$ cat src/include/cellfifo_macros.svh
`ifndef CELLFIFO_MACROS_SVH
`define CELLFIFO_MACROS_SVH

// pointer width, 2**n entries and one slot kept free
`define CELLFIFO_ADDR_SIZE      4
`define CELLFIFO_DATA_SIZE      32
// flops per synchronizer chain
`define CELLFIFO_SYNC_NUM       3
`define CELLFIFO_RAM_LATENCY    2
// flag thresholds in words
`define CELLFIFO_AEMPTY_NUM     1
`define CELLFIFO_AFULL_NUM      2
// 1 gray pointers through synchronizers, 0 direct binary
`define CELLFIFO_ASYNC_MODE     1

`endif
$ cat src/design/cellfifo_pkg.sv
`default_nettype none

`include "cellfifo_macros.svh"

package cellfifo_pkg;

    // ******************************
    // vector types
    // ******************************

    // pointers and fill counts
    typedef logic [`CELLFIFO_ADDR_SIZE-1:0] cf_addr_t;

    // payload word
    typedef logic [`CELLFIFO_DATA_SIZE-1:0] cf_data_t;

    // ram word, eoc flag sits above the payload
    typedef logic [`CELLFIFO_DATA_SIZE:0]   cf_ram_word_t;

endpackage

`default_nettype wire

$ cat src/design/cellfifo_xing_if.sv
`timescale 1ns/10ps
`default_nettype none

interface cellfifo_xing_if;

    import cellfifo_pkg::*;

    // write address published to the read side
    cf_addr_t waddr2rd;
    // toggle forward and its echo
    logic     waddr_togf;
    logic     waddr_togb;
    // read pointer, gray in async mode
    cf_addr_t raddr2wr;

    modport wr_side (
        output waddr2rd,
        output waddr_togf,
        input  waddr_togb,
        input  raddr2wr
    );

    modport rd_side (
        input  waddr2rd,
        input  waddr_togf,
        output waddr_togb,
        output raddr2wr
    );

endinterface

`default_nettype wire

$ cat src/design/cellfifo_top.sv
`timescale 1ns/10ps
`default_nettype none

module cellfifo_top (
    input  wire                         clk,
    input  wire                         rst_n,
    // write side
    input  wire                         wr_req,
    input  wire cellfifo_pkg::cf_data_t wr_data,
    input  wire                         wr_eoc,
    output logic                        wr_full,
    output logic                        wr_afull,
    output cellfifo_pkg::cf_addr_t      wr_used,
    // read side
    input  wire                         rd_req,
    output logic                        rd_rdy,
    output logic                        rd_vld,
    output cellfifo_pkg::cf_data_t      rd_data,
    output logic                        rd_eoc,
    output logic                        rd_empty,
    output logic                        rd_aempty,
    output cellfifo_pkg::cf_addr_t      rd_used
);

    import cellfifo_pkg::*;

    logic         ram_wen;
    cf_addr_t     ram_waddr;
    cf_ram_word_t ram_wdata;
    logic         ram_rcken;
    cf_addr_t     ram_raddr;
    cf_ram_word_t ram_rdata;

    // pointer crossing between the two sides
    cellfifo_xing_if u_xing ();

    cellfifo_wr_logic u_wr_logic (
        .clk       (clk),
        .rst_n     (rst_n),
        .wr_req    (wr_req),
        .wr_data   (wr_data),
        .wr_eoc    (wr_eoc),
        .wr_full   (wr_full),
        .wr_afull  (wr_afull),
        .wr_used   (wr_used),
        .xing      (u_xing.wr_side),
        .ram_wen   (ram_wen),
        .ram_waddr (ram_waddr),
        .ram_wdata (ram_wdata)
    );

    cellfifo_ram u_ram (
        .clk   (clk),
        .wen   (ram_wen),
        .waddr (ram_waddr),
        .wdata (ram_wdata),
        .rcken (ram_rcken),
        .raddr (ram_raddr),
        .rdata (ram_rdata)
    );

    cellfifo_rd_logic u_rd_logic (
        .clk       (clk),
        .rst_n     (rst_n),
        .rd_req    (rd_req),
        .rd_rdy    (rd_rdy),
        .rd_vld    (rd_vld),
        .rd_eoc    (rd_eoc),
        .rd_data   (rd_data),
        .rd_empty  (rd_empty),
        .rd_aempty (rd_aempty),
        .rd_used   (rd_used),
        .xing      (u_xing.rd_side),
        .ram_rcken (ram_rcken),
        .ram_raddr (ram_raddr),
        .ram_rdata (ram_rdata)
    );

endmodule

`default_nettype wire

$ cat src/design/cellfifo_rd_logic.sv
`timescale 1ns/10ps
`default_nettype none

`include "cellfifo_macros.svh"

module cellfifo_rd_logic (
    input  wire                             clk,
    input  wire                             rst_n,
    input  wire                             rd_req,
    output logic                            rd_rdy,
    output logic                            rd_vld,
    output logic                            rd_eoc,
    output cellfifo_pkg::cf_data_t          rd_data,
    output logic                            rd_empty,
    output logic                            rd_aempty,
    output cellfifo_pkg::cf_addr_t          rd_used,
    cellfifo_xing_if.rd_side                xing,
    output logic                            ram_rcken,
    output cellfifo_pkg::cf_addr_t          ram_raddr,
    input  wire cellfifo_pkg::cf_ram_word_t ram_rdata
);

    import cellfifo_pkg::*;

    localparam int RAM_LATENCY = `CELLFIFO_RAM_LATENCY;
    localparam int DATA_SIZE   = `CELLFIFO_DATA_SIZE;

    cf_addr_t               waddr_sync1;
    cf_addr_t               waddr_sync2;
    cf_addr_t               waddr_syn;
    cf_addr_t               rd_addr;
    cf_addr_t               rd_addr_pre;
    cf_addr_t               rd_addr_gry;
    logic [RAM_LATENCY-1:0] empty_dly;
    logic                   fifo_ren;
    logic                   rd_vld_q;
    cf_ram_word_t           rd_word_q;

    // ******************************
    // write address import
    // ******************************

    // echo of the toggle lets the write side publish again
    syncdff #(
        .DATA_SIZE (1),
        .SYNC_NUM  (`CELLFIFO_SYNC_NUM)
    ) u_togf_sync (
        .clk       (clk),
        .rst_n     (rst_n),
        .data_in   (xing.waddr_togf),
        .data_sync (xing.waddr_togb)
    );

    syncdff #(
        .DATA_SIZE (`CELLFIFO_ADDR_SIZE),
        .SYNC_NUM  (`CELLFIFO_SYNC_NUM)
    ) u_waddr_sync (
        .clk       (clk),
        .rst_n     (rst_n),
        .data_in   (xing.waddr2rd),
        .data_sync (waddr_sync1)
    );

    // take the address only after two equal samples
    always_ff @(posedge clk or negedge rst_n)
    begin
        if (!rst_n)
        begin
            waddr_sync2 <= '0;
            waddr_syn   <= '0;
        end
        else
        begin
            waddr_sync2 <= waddr_sync1;
            if (waddr_sync2 == waddr_sync1)
                waddr_syn <= waddr_sync2;
        end
    end

    // ******************************
    // read pointer
    // ******************************

    // read when sink asks or when nothing is prefetched yet
    assign fifo_ren    = (rd_req | ~rd_rdy) & ~rd_empty;
    assign rd_addr_pre = fifo_ren ? rd_addr + cf_addr_t'(1) : rd_addr;

    always_ff @(posedge clk or negedge rst_n)
    begin
        if (!rst_n)
        begin
            rd_addr     <= '0;
            rd_addr_gry <= '0;
        end
        else
        begin
            rd_addr     <= rd_addr_pre;
            rd_addr_gry <= rd_addr_pre ^ (rd_addr_pre >> 1);
        end
    end

    assign xing.raddr2wr = (`CELLFIFO_ASYNC_MODE == 1) ? rd_addr_gry : rd_addr;
    assign rd_used       = (`CELLFIFO_ASYNC_MODE == 1) ? waddr_syn - rd_addr
                                                       : xing.waddr2rd - rd_addr;

    // ******************************
    // flags
    // ******************************

    always_ff @(posedge clk or negedge rst_n)
    begin
        if (!rst_n)
        begin
            rd_empty  <= 1'b1;
            rd_aempty <= 1'b1;
        end
        else
        begin
            // last word leaving counts as empty right away
            rd_empty  <= (rd_used == '0) || ((rd_used == cf_addr_t'(1)) && fifo_ren);
            rd_aempty <= (rd_used <= cf_addr_t'(`CELLFIFO_AEMPTY_NUM));
        end
    end

    // ******************************
    // prefetch pipeline
    // ******************************

    // empty follows the data through the ram latency
    always_ff @(posedge clk or negedge rst_n)
    begin
        if (!rst_n)
            empty_dly <= '1;
        else if (ram_rcken)
            empty_dly <= RAM_LATENCY'({empty_dly, rd_empty});
    end

    always_ff @(posedge clk or negedge rst_n)
    begin
        if (!rst_n)
            rd_vld_q <= 1'b0;
        else
            rd_vld_q <= rd_rdy & rd_req;
    end

    // head word captured at the handshake for the rd_vld cycle
    always_ff @(posedge clk or negedge rst_n)
    begin
        if (!rst_n)
            rd_word_q <= '0;
        else if (rd_rdy & rd_req)
            rd_word_q <= ram_rdata;
    end

    assign rd_rdy    = ~empty_dly[RAM_LATENCY-1];
    assign ram_rcken = rd_req | ~rd_rdy;
    assign ram_raddr = rd_addr;
    assign rd_vld    = rd_vld_q;
    assign rd_eoc    = rd_word_q[DATA_SIZE];
    assign rd_data   = rd_word_q[DATA_SIZE-1:0];

endmodule

`default_nettype wire

$ cat src/design/cellfifo_ram.sv
`timescale 1ns/10ps
`default_nettype none

`include "cellfifo_macros.svh"

module cellfifo_ram (
    input  wire                             clk,
    input  wire                             wen,
    input  wire cellfifo_pkg::cf_addr_t     waddr,
    input  wire cellfifo_pkg::cf_ram_word_t wdata,
    input  wire                             rcken,
    input  wire cellfifo_pkg::cf_addr_t     raddr,
    output cellfifo_pkg::cf_ram_word_t      rdata
);

    import cellfifo_pkg::*;

    localparam int RAM_DEPTH   = 2 ** `CELLFIFO_ADDR_SIZE;
    localparam int RAM_LATENCY = `CELLFIFO_RAM_LATENCY;

    cf_ram_word_t mem [RAM_DEPTH];
    cf_addr_t     raddr_q;
    cf_ram_word_t mem_rd;

    always_ff @(posedge clk)
    begin
        if (wen)
            mem[waddr] <= wdata;
    end

    // first read stage, address sampled
    always_ff @(posedge clk)
    begin
        if (rcken)
            raddr_q <= raddr;
    end

    assign mem_rd = mem[raddr_q];

    // remaining stages, held when rcken is low
    generate
        if (RAM_LATENCY == 1)
        begin : g_no_out_reg
            assign rdata = mem_rd;
        end
        else
        begin : g_out_reg
            cf_ram_word_t out_q [RAM_LATENCY-1];

            always_ff @(posedge clk)
            begin
                if (rcken)
                begin
                    out_q[0] <= mem_rd;
                    for (int i = 1; i < RAM_LATENCY - 1; i++)
                        out_q[i] <= out_q[i-1];
                end
            end

            assign rdata = out_q[RAM_LATENCY-2];
        end
    endgenerate

endmodule

`default_nettype wire

$ cat src/design/cellfifo_wr_logic.sv
`timescale 1ns/10ps
`default_nettype none

`include "cellfifo_macros.svh"

module cellfifo_wr_logic (
    input  wire                         clk,
    input  wire                         rst_n,
    input  wire                         wr_req,
    input  wire cellfifo_pkg::cf_data_t wr_data,
    input  wire                         wr_eoc,
    output logic                        wr_full,
    output logic                        wr_afull,
    output cellfifo_pkg::cf_addr_t      wr_used,
    cellfifo_xing_if.wr_side            xing,
    output logic                        ram_wen,
    output cellfifo_pkg::cf_addr_t      ram_waddr,
    output cellfifo_pkg::cf_ram_word_t  ram_wdata
);

    import cellfifo_pkg::*;

    localparam int       ADDR_SIZE   = `CELLFIFO_ADDR_SIZE;
    localparam cf_addr_t CAPACITY    = {ADDR_SIZE{1'b1}};
    localparam cf_addr_t AFULL_LEVEL = CAPACITY - cf_addr_t'(`CELLFIFO_AFULL_NUM);

    logic     wr_en;
    cf_addr_t wr_addr;
    cf_addr_t waddr_pub;
    logic     waddr_togf_q;
    logic     togb_sync;
    cf_addr_t raddr_sync;
    cf_addr_t rd_addr_bin;

    function automatic cf_addr_t gray2bin(input cf_addr_t gray);
        cf_addr_t bin;
        bin[ADDR_SIZE-1] = gray[ADDR_SIZE-1];
        for (int i = ADDR_SIZE - 2; i >= 0; i--)
            bin[i] = bin[i+1] ^ gray[i];
        return bin;
    endfunction

    // ******************************
    // write pointer and ram port
    // ******************************

    // writes while full are dropped
    assign wr_en     = wr_req & ~wr_full;
    assign ram_wen   = wr_en;
    assign ram_waddr = wr_addr;
    assign ram_wdata = {wr_eoc, wr_data};

    always_ff @(posedge clk or negedge rst_n)
    begin
        if (!rst_n)
            wr_addr <= '0;
        else if (wr_en)
            wr_addr <= wr_addr + cf_addr_t'(1);
    end

    // ******************************
    // toggle handshake
    // ******************************

    syncdff #(
        .DATA_SIZE (1),
        .SYNC_NUM  (`CELLFIFO_SYNC_NUM)
    ) u_togb_sync (
        .clk       (clk),
        .rst_n     (rst_n),
        .data_in   (xing.waddr_togb),
        .data_sync (togb_sync)
    );

    // new address only once the last toggle has come back
    always_ff @(posedge clk or negedge rst_n)
    begin
        if (!rst_n)
        begin
            waddr_pub    <= '0;
            waddr_togf_q <= 1'b0;
        end
        else if (togb_sync == waddr_togf_q)
        begin
            waddr_pub    <= wr_addr;
            waddr_togf_q <= ~waddr_togf_q;
        end
    end

    assign xing.waddr2rd   = (`CELLFIFO_ASYNC_MODE == 1) ? waddr_pub : wr_addr;
    assign xing.waddr_togf = waddr_togf_q;

    // ******************************
    // read pointer import and flags
    // ******************************

    syncdff #(
        .DATA_SIZE (ADDR_SIZE),
        .SYNC_NUM  (`CELLFIFO_SYNC_NUM)
    ) u_raddr_sync (
        .clk       (clk),
        .rst_n     (rst_n),
        .data_in   (xing.raddr2wr),
        .data_sync (raddr_sync)
    );

    assign rd_addr_bin = (`CELLFIFO_ASYNC_MODE == 1) ? gray2bin(raddr_sync) : xing.raddr2wr;
    assign wr_used     = wr_addr - rd_addr_bin;

    always_ff @(posedge clk or negedge rst_n)
    begin
        if (!rst_n)
        begin
            wr_full  <= 1'b0;
            wr_afull <= 1'b0;
        end
        else
        begin
            // also covers the write that fills the last slot
            wr_full  <= (wr_used == CAPACITY) ||
                        ((wr_used == CAPACITY - cf_addr_t'(1)) && wr_en);
            wr_afull <= (wr_used >= AFULL_LEVEL);
        end
    end

endmodule

`default_nettype wire

$ cat src/design/syncdff.sv
`timescale 1ns/10ps
`default_nettype none

module syncdff #(
    parameter int DATA_SIZE = 1,
    parameter int SYNC_NUM  = 3
)
(
    input  wire                  clk,
    input  wire                  rst_n,
    input  wire  [DATA_SIZE-1:0] data_in,
    output logic [DATA_SIZE-1:0] data_sync
);

    logic [DATA_SIZE-1:0] sync_q [SYNC_NUM];

    always_ff @(posedge clk or negedge rst_n)
    begin
        if (!rst_n)
        begin
            for (int i = 0; i < SYNC_NUM; i++)
                sync_q[i] <= '0;
        end
        else
        begin
            sync_q[0] <= data_in;
            for (int i = 1; i < SYNC_NUM; i++)
                sync_q[i] <= sync_q[i-1];
        end
    end

    assign data_sync = sync_q[SYNC_NUM-1];

endmodule

`default_nettype wire

$ cat config.mk
export PLATFORM = sky130hd
export DESIGN_NAME = cellfifo_top
export DESIGN_NICKNAME = d
export VERILOG_FILES = /design/src/design/cellfifo_pkg.sv /design/src/design/cellfifo_xing_if.sv /design/src/design/cellfifo_top.sv /design/src/design/cellfifo_rd_logic.sv /design/src/design/cellfifo_ram.sv /design/src/design/cellfifo_wr_logic.sv /design/src/design/syncdff.sv
export VERILOG_INCLUDE_DIRS = /design/src /design/src/include
export SDC_FILE = /design/constraint.sdc
export NUM_CORES = 1
export LEC_CHECK = 0
export BUFFER_PORTS_ARGS = -buffer_cell sky130_fd_sc_hd__buf_2
export CAP_MARGIN = 20
export CORE_MARGIN = 4
export CORE_UTILIZATION = 55
export CTS_CLUSTER_DIAMETER = 50
export DETAILED_ROUTE_END_ITERATION = 10
export HOLD_SLACK_MARGIN = 0.05
export PLACE_DENSITY = 0.75
export SYNTH_ARGS = -nofsm -noshare
export SYNTH_HDL_FRONTEND = slang
export SYNTH_SLANG_ARGS = --single-unit
$ cat constraint.sdc
create_clock -name clk -period 2.2 [get_ports clk]
set_input_delay 0.11 -clock clk [delete_from_list [all_inputs] [get_ports clk]]
set_output_delay 0.11 -clock clk [all_outputs]
set_load 0.005 [all_outputs]
======== After elaboration in Yosys (flattened, before gate mapping) ========
Memories as Yosys holds them, arrays and structs flattened. A register that Yosys moved wholly into a read port is not among the register bits.
Cells that the tools add are included.
word-level totals
  flip-flop bits (word level) ............. 66
  bits in writable memories ............... 561
  bits of input ports ..................... 37
  output and inout port bits .............. 47
  logic and storage cells ................. 63
  memories ................................ 2
memory list
  name                   words  bits a word  read ports  clocked after Yosys merged registers in  wr ports  line                RTL
  u_ram.mem              16     33           1           1                                        1         cellfifo_ram.sv:21  cf_ram_word_t mem [RAM_DEPTH];
  u_ram.g_out_reg.out_q  1      33           1           1                                        1         cellfifo_ram.sv:48  cf_ram_word_t out_q [RAM_LATENCY-1];
operators by class
  add/subtract/negate cells ............... 4
  $lt $le $gt $ge ......................... 2
  eq/ne operators ......................... 5
  multiplexer cells ....................... 6
  bitwise operators ....................... 12
  reductions and logical operators ........ 6
operators by type and width
  kind                                                                               count
  4-bit by 1-bit adder with 4-bit output (second input constant)                     2
  4-bit equality test (second input constant)                                        2
  4-bit 2-to-1 mux                                                                   2
  4-bit subtractor                                                                   2
  4-bit by 1-bit equality test with 1-bit output (second input constant)             1
  4-bit equality test                                                                1
  4-bit greater-or-equal comparator (second input constant)                          1
  4-bit by 1-bit less-or-equal comparator with 1-bit output (second input constant)  1
  4-bit logical NOT                                                                  1
  1-bit 2-to-1 mux                                                                   4
  1-bit NOT                                                                          4
  4-bit by 3-bit bitwise XOR with 4-bit output                                       1
  1-bit bitwise AND                                                                  3
  1-bit bitwise XOR                                                                  3
  1-bit logical AND                                                                  2
  1-bit logical OR                                                                   2
  1-bit equality test                                                                1
  1-bit logical NOT                                                                  1
  1-bit bitwise OR                                                                   1

======== Logic depth before layout (Yosys ltp) ========
Gate-level depths: netlist of the first run.
  depth in word-level cells ............... 7
  depth in mapped cells ................... 9
  depth with buffers taken out ............ 9

======== By module ========
Synthesis of the first run repeated with hierarchy kept, for this count alone.
unflattened totals
  cell total of the unflattened synthesis .. 1143
  area, all modules ....................... 25015.2 um2
modules (own cells, without submodules)
  module                                 instances  cells each  area an instance (um2)
  cellfifo_ram                           1          876         21205.3
  cellfifo_rd_logic                      1          144         2144.6
  cellfifo_wr_logic                      1          85          854.6
  syncdff (u_rd_logic.u_waddr_sync ...)  2          16          330.3
  syncdff (u_rd_logic.u_togf_sync ...)   2          3           75.1

======== Least setup slack after synthesis of the first run ========
Ideal clock, no wire load.
  path type ............................... register to register
  start point ............................. reg u_wr_logic.u_raddr_sync.sync_q (netlist bit u_wr_logic.u_raddr_sync.data_sync[3])
  end point ............................... reg u_wr_logic.wr_full
  arrival time ............................ 2162 ps
  slack ................................... -66 ps
  cell stages (with the launch flop) ...... 9
  path buffers ............................ 0
  cell sequence ........................... dfrtp_1 -> xnor2_1 -> xor2_1 -> xnor2_1 -> ha_1 -> fa_1 -> xor2_1 -> a211o_1 -> a221oi_1
between the ends
  word-level cells in the longest chain between the ends .. 7
RTL lines
  element                            line                      RTL
  from (decl)                        syncdff.sv:15             logic [DATA_SIZE-1:0] sync_q [SYNC_NUM];
  from (signal, indexed assignment)  syncdff.sv:28             sync_q[i] <= sync_q[i-1];
  1-bit bitwise XOR (3 in a row)     cellfifo_wr_logic.sv:39   bin[i] = bin[i+1] ^ gray[i];
  4-bit subtractor *                 cellfifo_wr_logic.sv:108  assign wr_used = wr_addr - rd_addr_bin;
  4-bit equality test                cellfifo_wr_logic.sv:121  ((wr_used == CAPACITY - cf_addr_t'(1)) && wr_en);
  1-bit logical AND                  cellfifo_wr_logic.sv:121
  1-bit logical OR *                 cellfifo_wr_logic.sv:120  wr_full <= (wr_used == CAPACITY) ||
  to (signal assigned)               cellfifo_wr_logic.sv:120
  to (decl)                          cellfifo_wr_logic.sv:12   output logic wr_full,
Every way passes the cells marked *; elsewhere a longest branch is shown, timed or not.
A chain may end at the register's enable or synchronous reset.

======== Final worst setup path of the first run ========
  start point ............................. reg u_wr_logic.u_raddr_sync.sync_q (netlist bit u_wr_logic.u_raddr_sync.data_sync[3])
  end point ............................... out wr_used[2]
between the ends
  word-level cells in the longest chain between the ends .. 4
RTL lines
  element                         line                      RTL
  1-bit bitwise XOR *             cellfifo_wr_logic.sv:39
  1-bit bitwise XOR (2 in a row)  cellfifo_wr_logic.sv:39
  4-bit subtractor *              cellfifo_wr_logic.sv:108
  to (decl)                       cellfifo_top.sv:13        output cellfifo_pkg::cf_addr_t wr_used,
Marked as above.

==> flow_summary.yaml, run 1 <==
logic_synthesis:
  synth-edff-count: 565
  synth_nets: 1162
  synthArstFlopShare_pct: 14.2
  synth_area_mm2: 0.0247
  synth_warnings: 0
  netlist_instances: 1112
  synth_cell_types: 38
  ys_seq_area_share_pct: 78.5
  syn_avg_cell_area_um2: 22.2
  ys.flop_type: "edfxtp_1"
  ys_ff_latch: 663
setup_path:
  critPathKind: "reg2out"
  max_stage_delay_ps: 410
  worstPathArrival_ps: 2430
  cp_top_family: "XOR/XNOR gates"
  cp-end-kind: "output port"
  crit_chain: "xnor2_2, xor2_2, xnor2_1, ha_2, fa_2, xor2_2, inv_2, buf_6"
  startpoint_type: "flop"
  cp_common_cell: "xor2_2"
  path_buf_inv: 2
  cp.required_ps: 2090
  cp_max_fo: 2
  crit_slowest_cell: "dfrtp_1"
grt:
  overflow: 0
  grt_usage_pct: 22.0
  grt_max_degree: 63
  grt_pass1_vias: 12400
  antenna_found_initial: 2
  grt_pass1_wl_um: 77700
pwr:
  power.density_mw_per_mm2: 1330
  p_leak_uw: 0.00994
  ir_worst_vdd_uv: 2040
placed_design:
  finalWeightedCongestion: 0.739
  portBuffers: 83
  place_ws_ps: -85.3
  place_hpwl_um: 26200
timing:
  slew_violations: 0
  clock.fmax_ghz: 0.393
  finalCritPeriodShare_pct: 116
  setup_slack_ps: -342
  relSlewSlack_pct: 56.8
  clock_skew_ps: 23.5
  hold_violations: 0
  finalSetupViolations: 5
  tightest_slew_ps: 645
  rsz0062_at_grt: "yes"
  layout_min_cycle_time_ps: 2540
finish:
  area_delta_synth_final_pct: 17.0
  final_core_util_pct: 65.3
  nNetsFinal: 1359
  drive_above_1_share_pct: 32.4
  fillCellCount: 2804
status:
  status: "finished, violations left"
  violations: "negative setup slack"
clock_tree:
  cts-root-buf: "clkbuf_16"
  clkLatencyLatePin_ps: 590
  clk_pin_slew_ps: 60
  cts_sinks: 663
  cts_buffer_depth: 3
  cts_tree: "yes"
  numCtsBuffers: 67
  htree_levels: 3
floorplanning:
  die_x_um: 220
  initial_utilization_pct: 55.8
  io_pins: 84
  row_count: 77
  die_area_mm2: 0.0484
  die-height_um: 220
  core_mm2: 0.0443
drt:
  postRouteAntennaNets: 0
  wire_per_inst_um: 26.4
  vias: 11800
  wl_um: 51600
  via_per_inst: 6.04
  drc: 0
  first_pass_iters: 7
  drtIter0Drc: 1118
flow_run:
  maxCapViolCount: 0
worst_hold_path:
  min_path_type: "in2async"
==> cell usage after synthesis (2+ instances only) <==
| master | instances | share of area, % |
|---|---|---|
| o21ai_0 | 9 | 0.18 |
| buf_12 | 6 | 0.49 |
| ha_1 | 11 | 0.56 |
| inv_1 | 17 | 0.26 |
| nor2_1 | 5 | 0.076 |
| fa_1 | 2 | 0.16 |
| buf_8 | 2 | 0.12 |
| dfrtp_1 | 90 | 9.1 |
| nor2b_1 | 7 | 0.18 |
| a22oi_1 | 67 | 2.0 |
| mux2_2 | 42 | 1.9 |
| mux4_2 | 115 | 10 |
| xnor2_1 | 16 | 0.57 |
| edfxtp_1 | 565 | 69 |
| mux4_1 | 17 | 1.8 |
| xor2_1 | 7 | 0.25 |
| clkbuf_1 | 23 | 0.35 |
| buf_6 | 2 | 0.091 |
| nand2_1 | 47 | 0.71 |
| nand4_1 | 4 | 0.10 |
| dfstp_2 | 4 | 0.42 |
| and2_1 | 18 | 0.46 |
| dfxtp_1 | 4 | 0.32 |
| buf_2 | 18 | 0.36 |
==> kinds of logic (layout without fill, tap and decap cells) <==
kind of cell | Yosys count | count (layout) | share of synthesized area (%)
DFF | 663 | 663 | 78.5
muxes | 174 | 174 | 14.2
and+or+nand+nor | 86 | 86 | 1.64
AOI/OAI and AO/OA | 85 | 85 | 2.51
buffers and inverters | 68 | 317 | 1.67
xor gates and xnor gates | 23 | 23 | 0.814
adders and majority gates | 13 | 13 | 0.718
other | 0 | 2 | 0
==> worst register-to-register path, cell delays in order (launching register included) <==
cell	delay (ps)
dfrtp_1	410
xnor2_2	250
xor2_2	190
xnor2_1	100
ha_2	190
fa_2	350
xor2_2	170
buf_4	140
a211o_1	300
a221oi_2	210
==> layout make-up <==
cell class / instances / area, µm² / share of cell area, %
Clock inverter: 29 / 238 / 0.821
Sequential cell: 663 / 19400 / 67.1
Timing Repair Buffer: 179 / 1600 / 5.51
Antenna cell: 2 / 5.00 / 0.0173
Inverter: 17 / 63.8 / 0.220
Multi-Input combinational cell: 381 / 5010 / 17.3
Tap cell: 592 / 741 / 2.56
Clock buffer: 92 / 1880 / 6.51
==> power breakdown <==
part | leakage (µW) | switching [µW] | internal (µW) | total [µW]
logic | 0.00264 | 5360 | 5330 | 10700
clock network | 0.00104 | 4600 | 6270 | 10900
registers | 0.00626 | 896 | 16000 | 16900
total | 0.00994 | 10900 | 27600 | 38400
==> per-stage QoR <==
step                std cells  instance area [µm²]  total power, µW  setup TNS [ps]  hold slack, ps
global placement         1787                26300            26500               0             138
detailed placement       1787                26300            26800           -85.3             150
floorplan                1112                24700            23400               0            -186
global route             1955                28900            40200           -1890             123
finish                   1955                28900            38400           -1290            81.0
CTS                      1953                28900            38600           -1240            75.2
==> state kept, by name (all words and copies together), names as in the netlist, 8 cells and up, named ones only <==
| register | flops |
|---|---|
| u_wr_logic.u_raddr_sync.sync_q | 8 |
| u_ram.mem | 528 |
| u_ram.g_out_reg.out_q | 33 |
| u_rd_logic.rd_word_q | 33 |
| u_rd_logic.u_waddr_sync.sync_q | 8 |
==> layout by cell type (no fill, tap or decap), types with 3 or more instances in the layout <==
cell and n:
nand2_1 47, buf_6 3, dfstp_2 4, clkbuf_8 7
nand4_1 4, dlygate4sd3_1 36, buf_2 80, nor2b_4 3
mux4_1 17, inv_1 12, o21ai_0 7, xor2_1 5
clkinv_2 11, inv_6 4, nor2_1 4, dfrtp_1 89
clkinv_1 6, a22oi_1 66, buf_4 32, ha_1 10
and2_2 17, mux4_2 115, edfxtp_1 565, mux2_2 42
xnor2_1 15, buf_12 28, inv_2 5, clkbuf_16 69
nor2b_1 4, clkbuf_1 16
==> layer usage <==
layer | part of all wire (%) | up-vias | global-route usage [%]
li1 | - | 4958 | -
met1 | 39 | 6179 | 30.1
met2 | 50 | 570 | 35.8
met3 | 8.1 | 105 | 4.55
met4 | 2.6 | 0 | 7.64
met5 | 0 | - | 0
==> what timing repair did <==
action | 4_1_cts | 5_1_grt
pin swaps | 8 | 13
buffers inserted | 9 | 3
resized for setup | 7 | 10
hold buffers | 36 | 0
hold endpoints to repair | 629 | 0
setup endpoints to repair | 6 | 7
==> path summary, 6_finish.rpt <==
check	startpoint	endpoint	slack [ps]	cells after the start
worst max-delay path	u_wr_logic.u_raddr_sync.data_sync[3]	wr_used[2]	-340	8
worst min-delay path	rst_n	u_rd_logic.rd_word_q[0]	80	2
worst max register to register	u_wr_logic.u_raddr_sync.data_sync[3]	u_wr_logic.wr_full	-190	9
worst min register to register	u_rd_logic.u_waddr_sync.sync_q[4]	u_rd_logic.u_waddr_sync.data_sync[0]	350	0
max in group asynchronous	rst_n	u_rd_logic.u_togf_sync.sync_q[1]	1520	3
min in group clk	u_rd_logic.u_waddr_sync.sync_q[4]	u_rd_logic.u_waddr_sync.data_sync[0]	350	0
No activity file was read; power rests on OpenSTA's default activity.
==> run 2, diff against run 1 <==
- CORE_UTILIZATION: 55 -> 64
- PLACE_DENSITY: 0.75 -> 0.82
- clock period: 2.2 -> 3 ns (I/O delays scaled with it)
==> flow_summary.yaml, run 2 (synthesis results as in run 1) <==
drt:
  wire_per_inst_um: 29.2
  vias: 12100
  drc: 0
  wl_um: 54200
  drtIter0Drc: 1418
  postRouteAntennaNets: 0
  first_pass_iters: 5
  via_per_inst: 6.50
pwr:
  total_power_uw: 27600
  p_leak_uw: 0.00981
  ir_worst_vdd_uv: 737
  power.density_mw_per_mm2: 967
clock_tree:
  cts_tree: "yes"
  cts_sinks: 663
  numCtsBuffers: 66
  htree_levels: 3
  clkLatencyLatePin_ps: 590
  cts-root-buf: "clkbuf_16"
  post-cts-setup-buffers: 0
  cts_buffer_depth: 3
  clk_pin_slew_ps: 60
finish:
  final_common_cell: "edfxtp_1"
  fillCellCount: 1960
  area_delta_synth_final_pct: 15.5
  largestRegisters: "u_ram.mem x528, u_ram.g_out_reg.out_q x33, u_rd_logic.rd_word_q x33"
  drive_above_1_share_pct: 30.0
  top_register: "u_ram.mem"
  final_core_util_pct: 75.3
  largest_register_ffs: 528
  final_cell_mix: "565 x edfxtp_1, 115 x mux4_2, 90 x dfrtp_1"
  nNetsFinal: 1339
timing:
  clock.fmax_ghz: 0.358
  final.setup.tns_ps: 0
  clock_skew_ps: 25.0
  slew_violations: 0
  relSlewSlack_pct: 51.1
  finalCritPeriodShare_pct: 93.2
  finalSetupViolations: 0
  tightest_slew_ps: 733
  hold_violations: 0
  rsz0062_at_grt: "no"
  layout_min_cycle_time_ps: 2790
floorplanning:
  die-height_um: 205
  die_area_mm2: 0.0419
  initial_utilization_pct: 65.2
  die_x_um: 205
  row_count: 71
  io_pins: 84
  core_mm2: 0.0379
status:
  status: "complete, no violations"
setup_path:
  startpoint_type: "flop"
  cp.required_ps: 2850
  rrSetupSlack_ps: 560
  cp_max_fo: 3
  cp-end-kind: "output port"
  critPathKind: "reg2out"
  worstPathArrival_ps: 2640
grt:
  grt_max_degree: 47
  antenna_found_initial: 1
  grt_pass1_vias: 12900
  grt_pass1_wl_um: 82400
  overflow: 0
  grt_usage_pct: 27.0
placed_design:
  place_hpwl_um: 28100
  portBuffers: 83
  finalWeightedCongestion: 0.708
flow_run:
  maxCapViolCount: 0
worst_hold_path:
  min_path_type: "in2async"
run 2: path summary, 6_finish.rpt:
check | start | to | cells after the start
max in group asynchronous | rst_n | u_rd_logic.rd_word_q[22] | 3
min in group clk | u_wr_logic.u_togb_sync.sync_q[2] | u_wr_logic.u_togb_sync.sync_q[1] | 0
min reg2reg | u_wr_logic.u_togb_sync.sync_q[2] | u_wr_logic.u_togb_sync.sync_q[1] | 0
max | u_wr_logic.u_raddr_sync.data_sync[2] | wr_used[2] | 8
max reg2reg | u_wr_logic.wr_full | u_ram.mem[4][24] | 5
min | rst_n | u_rd_logic.rd_word_q[4] | 2
run 2: where the power goes:
part / internal [µW] / switching, µW / leakage (µW)
sequential: 11700 / 807 / 0.00626
combinational: 3310 / 3670 / 0.00251
clock: 4750 / 3380 / 0.00104
run 2: cell type report:
class                      count  area [µm²]  share of cell area (%)
antenna                        1        2.50                 0.00876
clock buffer                  91        1880                    6.59
clock inverter                30         251                   0.881
inverter                      17        63.8                   0.223
multi-input combinational    381        4980                    17.4
sequential                   663       19400                    68.0
tap                          511         639                    2.24
timing repair buffer         160        1320                    4.64
run 2: through the flow:
stage	hold slack, ps	instance area [µm²]	instances	worst slack (ps)
6_report	101	28600	1854	205
5_1_grt	170	28600	1854	24.4
4_1_cts	116	28500	1853	95.5
3_5_place_dp	181	26000	1696	572
3_3_place_gp	174	26000	1696	661
2_1_floorplan	-146	24700	1112	734
run 2: worst max-delay path, cell delays in order (launching register included):
cell,delay [ps]
dfrtp_1,400
xnor2_2,250
xor2_2,250
xnor2_1,100
ha_1,220
fa_1,410
xor2_1,220
inv_1,90
buf_2,130
run 2: per-layer routing:
layer	routed length [µm]	part of all wire (%)	up-vias	track usage [%]
met5	0	0	-	0
met4	1740	3.2	0	9.45
met3	4100	7.6	134	5.48
met2	28000	52	660	44.9
met1	20400	38	6333	36.6
li1	-	-	4930	-
run 2: timing repair:
item | in CTS | in global routing
hold endpoints to repair | 574 | 0
endpoints found under the setup margin | 0 | 2
gates resized for setup | 0 | 3
hold buffers | 36 | 0
==> run 3, diff against run 2 <==
- CORE_UTILIZATION: 64 -> 40
- PLACE_DENSITY: 0.82 -> default
==> flow_summary.yaml, run 3 (synthesis results as in run 1) <==
status:
  status: "complete, no violations"
drt:
  vias: 11400
  wire_per_inst_um: 23.9
  first_pass_iters: 5
  drc: 0
  via_per_inst: 5.32
  wl_um: 51000
  drtIter0Drc: 867
  postRouteAntennaNets: 0
setup_path:
  cp_common_cell: "xor2_1"
  cp_max_fo: 3
  r2r_cells: 8
  cp.required_ps: 2850
  rrSetupSlack_ps: 620
  cp_top_family: "XOR/XNOR gates"
  critPathKind: "reg2out"
  path_buf_inv: 2
  r2r_end: "u_wr_logic.wr_full"
  r2r_start: "u_wr_logic.u_raddr_sync.data_sync[3]"
  cp-end-kind: "output port"
  crit_slowest_cell: "dfrtp_1"
  critPathCapture: "wr_used[2]"
  cp_num_cells: 8
  max_stage_delay_ps: 410
  startpoint_type: "flop"
  worstSetupStartpoint: "u_wr_logic.u_raddr_sync.data_sync[3]"
  crit_chain: "xnor2_2, xor2_1, xnor2_1, ha_1, fa_1, xor2_1, inv_1, buf_2"
  worstPathArrival_ps: 2630
floorplanning:
  die-height_um: 257
  initial_utilization_pct: 40.7
  die_area_mm2: 0.0659
  io_pins: 84
  die_x_um: 257
  core_mm2: 0.0608
  row_count: 90
grt:
  antenna_found_initial: 1
  overflow: 0
  grt_pass1_wl_um: 76700
  grt_usage_pct: 15.5
  grt_max_degree: 69
  grt_pass1_vias: 12100
timing:
  relSlewSlack_pct: 35.6
  finalSetupViolations: 0
  finalCritPeriodShare_pct: 92.7
  layout_min_cycle_time_ps: 2780
  hold_violations: 0
  rsz0062_at_grt: "no"
  clock_skew_ps: 19.3
  tightest_slew_ps: 966
  slew_violations: 0
  final.setup.tns_ps: 0
  clock.fmax_ghz: 0.359
clock_tree:
  cts_buffer_depth: 3
  numCtsBuffers: 75
  clkLatencyLatePin_ps: 610
  htree_levels: 3
  cts_sinks: 663
  clk_pin_slew_ps: 60
  cts_tree: "yes"
  post-cts-setup-buffers: 0
  cts-root-buf: "clkbuf_16"
placed_design:
  portBuffers: 83
  finalWeightedCongestion: 0.740
  place_hpwl_um: 27500
finish:
  final_cell_mix: "565 x edfxtp_1, 115 x mux4_2, 90 x dfrtp_1"
  fillCellCount: 4951
  largest_register_ffs: 528
  area_delta_synth_final_pct: 17.9
  largestRegisters: "u_ram.mem x528, u_ram.g_out_reg.out_q x33, u_rd_logic.rd_word_q x33"
  final_common_cell: "edfxtp_1"
  top_register: "u_ram.mem"
  nNetsFinal: 1346
  diodes: 0
  drive_above_1_share_pct: 31.0
pwr:
  p_leak_uw: 0.00994
  total_power_uw: 28000
  ir_worst_vdd_uv: 528
  power.density_mw_per_mm2: 960
flow_run:
  maxCapViolCount: 0
worst_hold_path:
  min_path_type: "in2async"
run 3: changes by cell type in the layout (fill, tap and decap cells not counted), sizes merged:
cell,before,now
clkbuf,91,105
inv,19,24
bufinv,4,1
buf,124,122
clkinv,22,21
diode,1,0
run 3: worst min-delay path by stage:
| stage | start | endpoint | cells past startpoint |
|---|---|---|---|
| floorplan | rst_n | u_rd_logic.ram_raddr[0] | 0 |
| global placement | u_rd_logic.u_waddr_sync.sync_q[11] | u_rd_logic.u_waddr_sync.sync_q[7] | 0 |
| detailed placement | u_wr_logic.u_raddr_sync.sync_q[11] | u_wr_logic.u_raddr_sync.sync_q[7] | 0 |
| CTS | rst_n | u_rd_logic.rd_word_q[30] | 2 |
| global route | rst_n | u_rd_logic.rd_word_q[31] | 2 |
| finish | rst_n | u_rd_logic.rd_word_q[30] | 2 |
run 3: cell type report:
| class | count | area (µm²) | area share (%) |
|---|---|---|---|
| timing repair buffer | 158 | 1330 | 4.57 |
| sequential | 663 | 19400 | 66.6 |
| multi-input combinational | 381 | 4970 | 17.1 |
| inverter | 17 | 63.8 | 0.219 |
| clock buffer | 105 | 2150 | 7.36 |
| tap | 782 | 978 | 3.36 |
| clock inverter | 31 | 251 | 0.862 |
run 3: metrics by stage:
step | std cells | setup WS (ps) | cell area [µm²] | utilization, % | hold slack [ps]
2_1_floorplan | 1112 | 734 | 24700 | - | -146
3_3_place_gp | 1965 | 674 | 26400 | 43.4 | 334
3_5_place_dp | 1965 | 582 | 26400 | 43.4 | 336
4_1_cts | 2137 | 116 | 29200 | 47.9 | 252
5_1_grt | 2137 | 41.9 | 29200 | 48.0 | 300
6_report | 2137 | 218 | 29200 | 48.0 | 237
run 3: metal layers:
metal	wire length [µm]	track usage, %	vias up
met5	13	0	-
met4	1150	4.42	2
met3	2480	3.25	89
met2	24100	24.3	261
met1	23200	22.3	6083
li1	-	-	4941
run 3: where the power goes:
| group | internal, µW | leakage [µW] | total (µW) | switching [µW] |
|---|---|---|---|---|
| Clock | 5140 | 0.00118 | 8730 | 3590 |
| Sequential | 11700 | 0.00626 | 12400 | 652 |
| Combinational | 3280 | 0.00251 | 6900 | 3620 |
| Total | 20100 | 0.00994 | 28000 | 7860 |
run 3: what timing repair did:
action | in CTS | in global routing
hold buffers | 36 | 0
endpoints found under the setup margin | 0 | 2
endpoints found under the hold margin | 598 | 0
resized for setup | 0 | 2
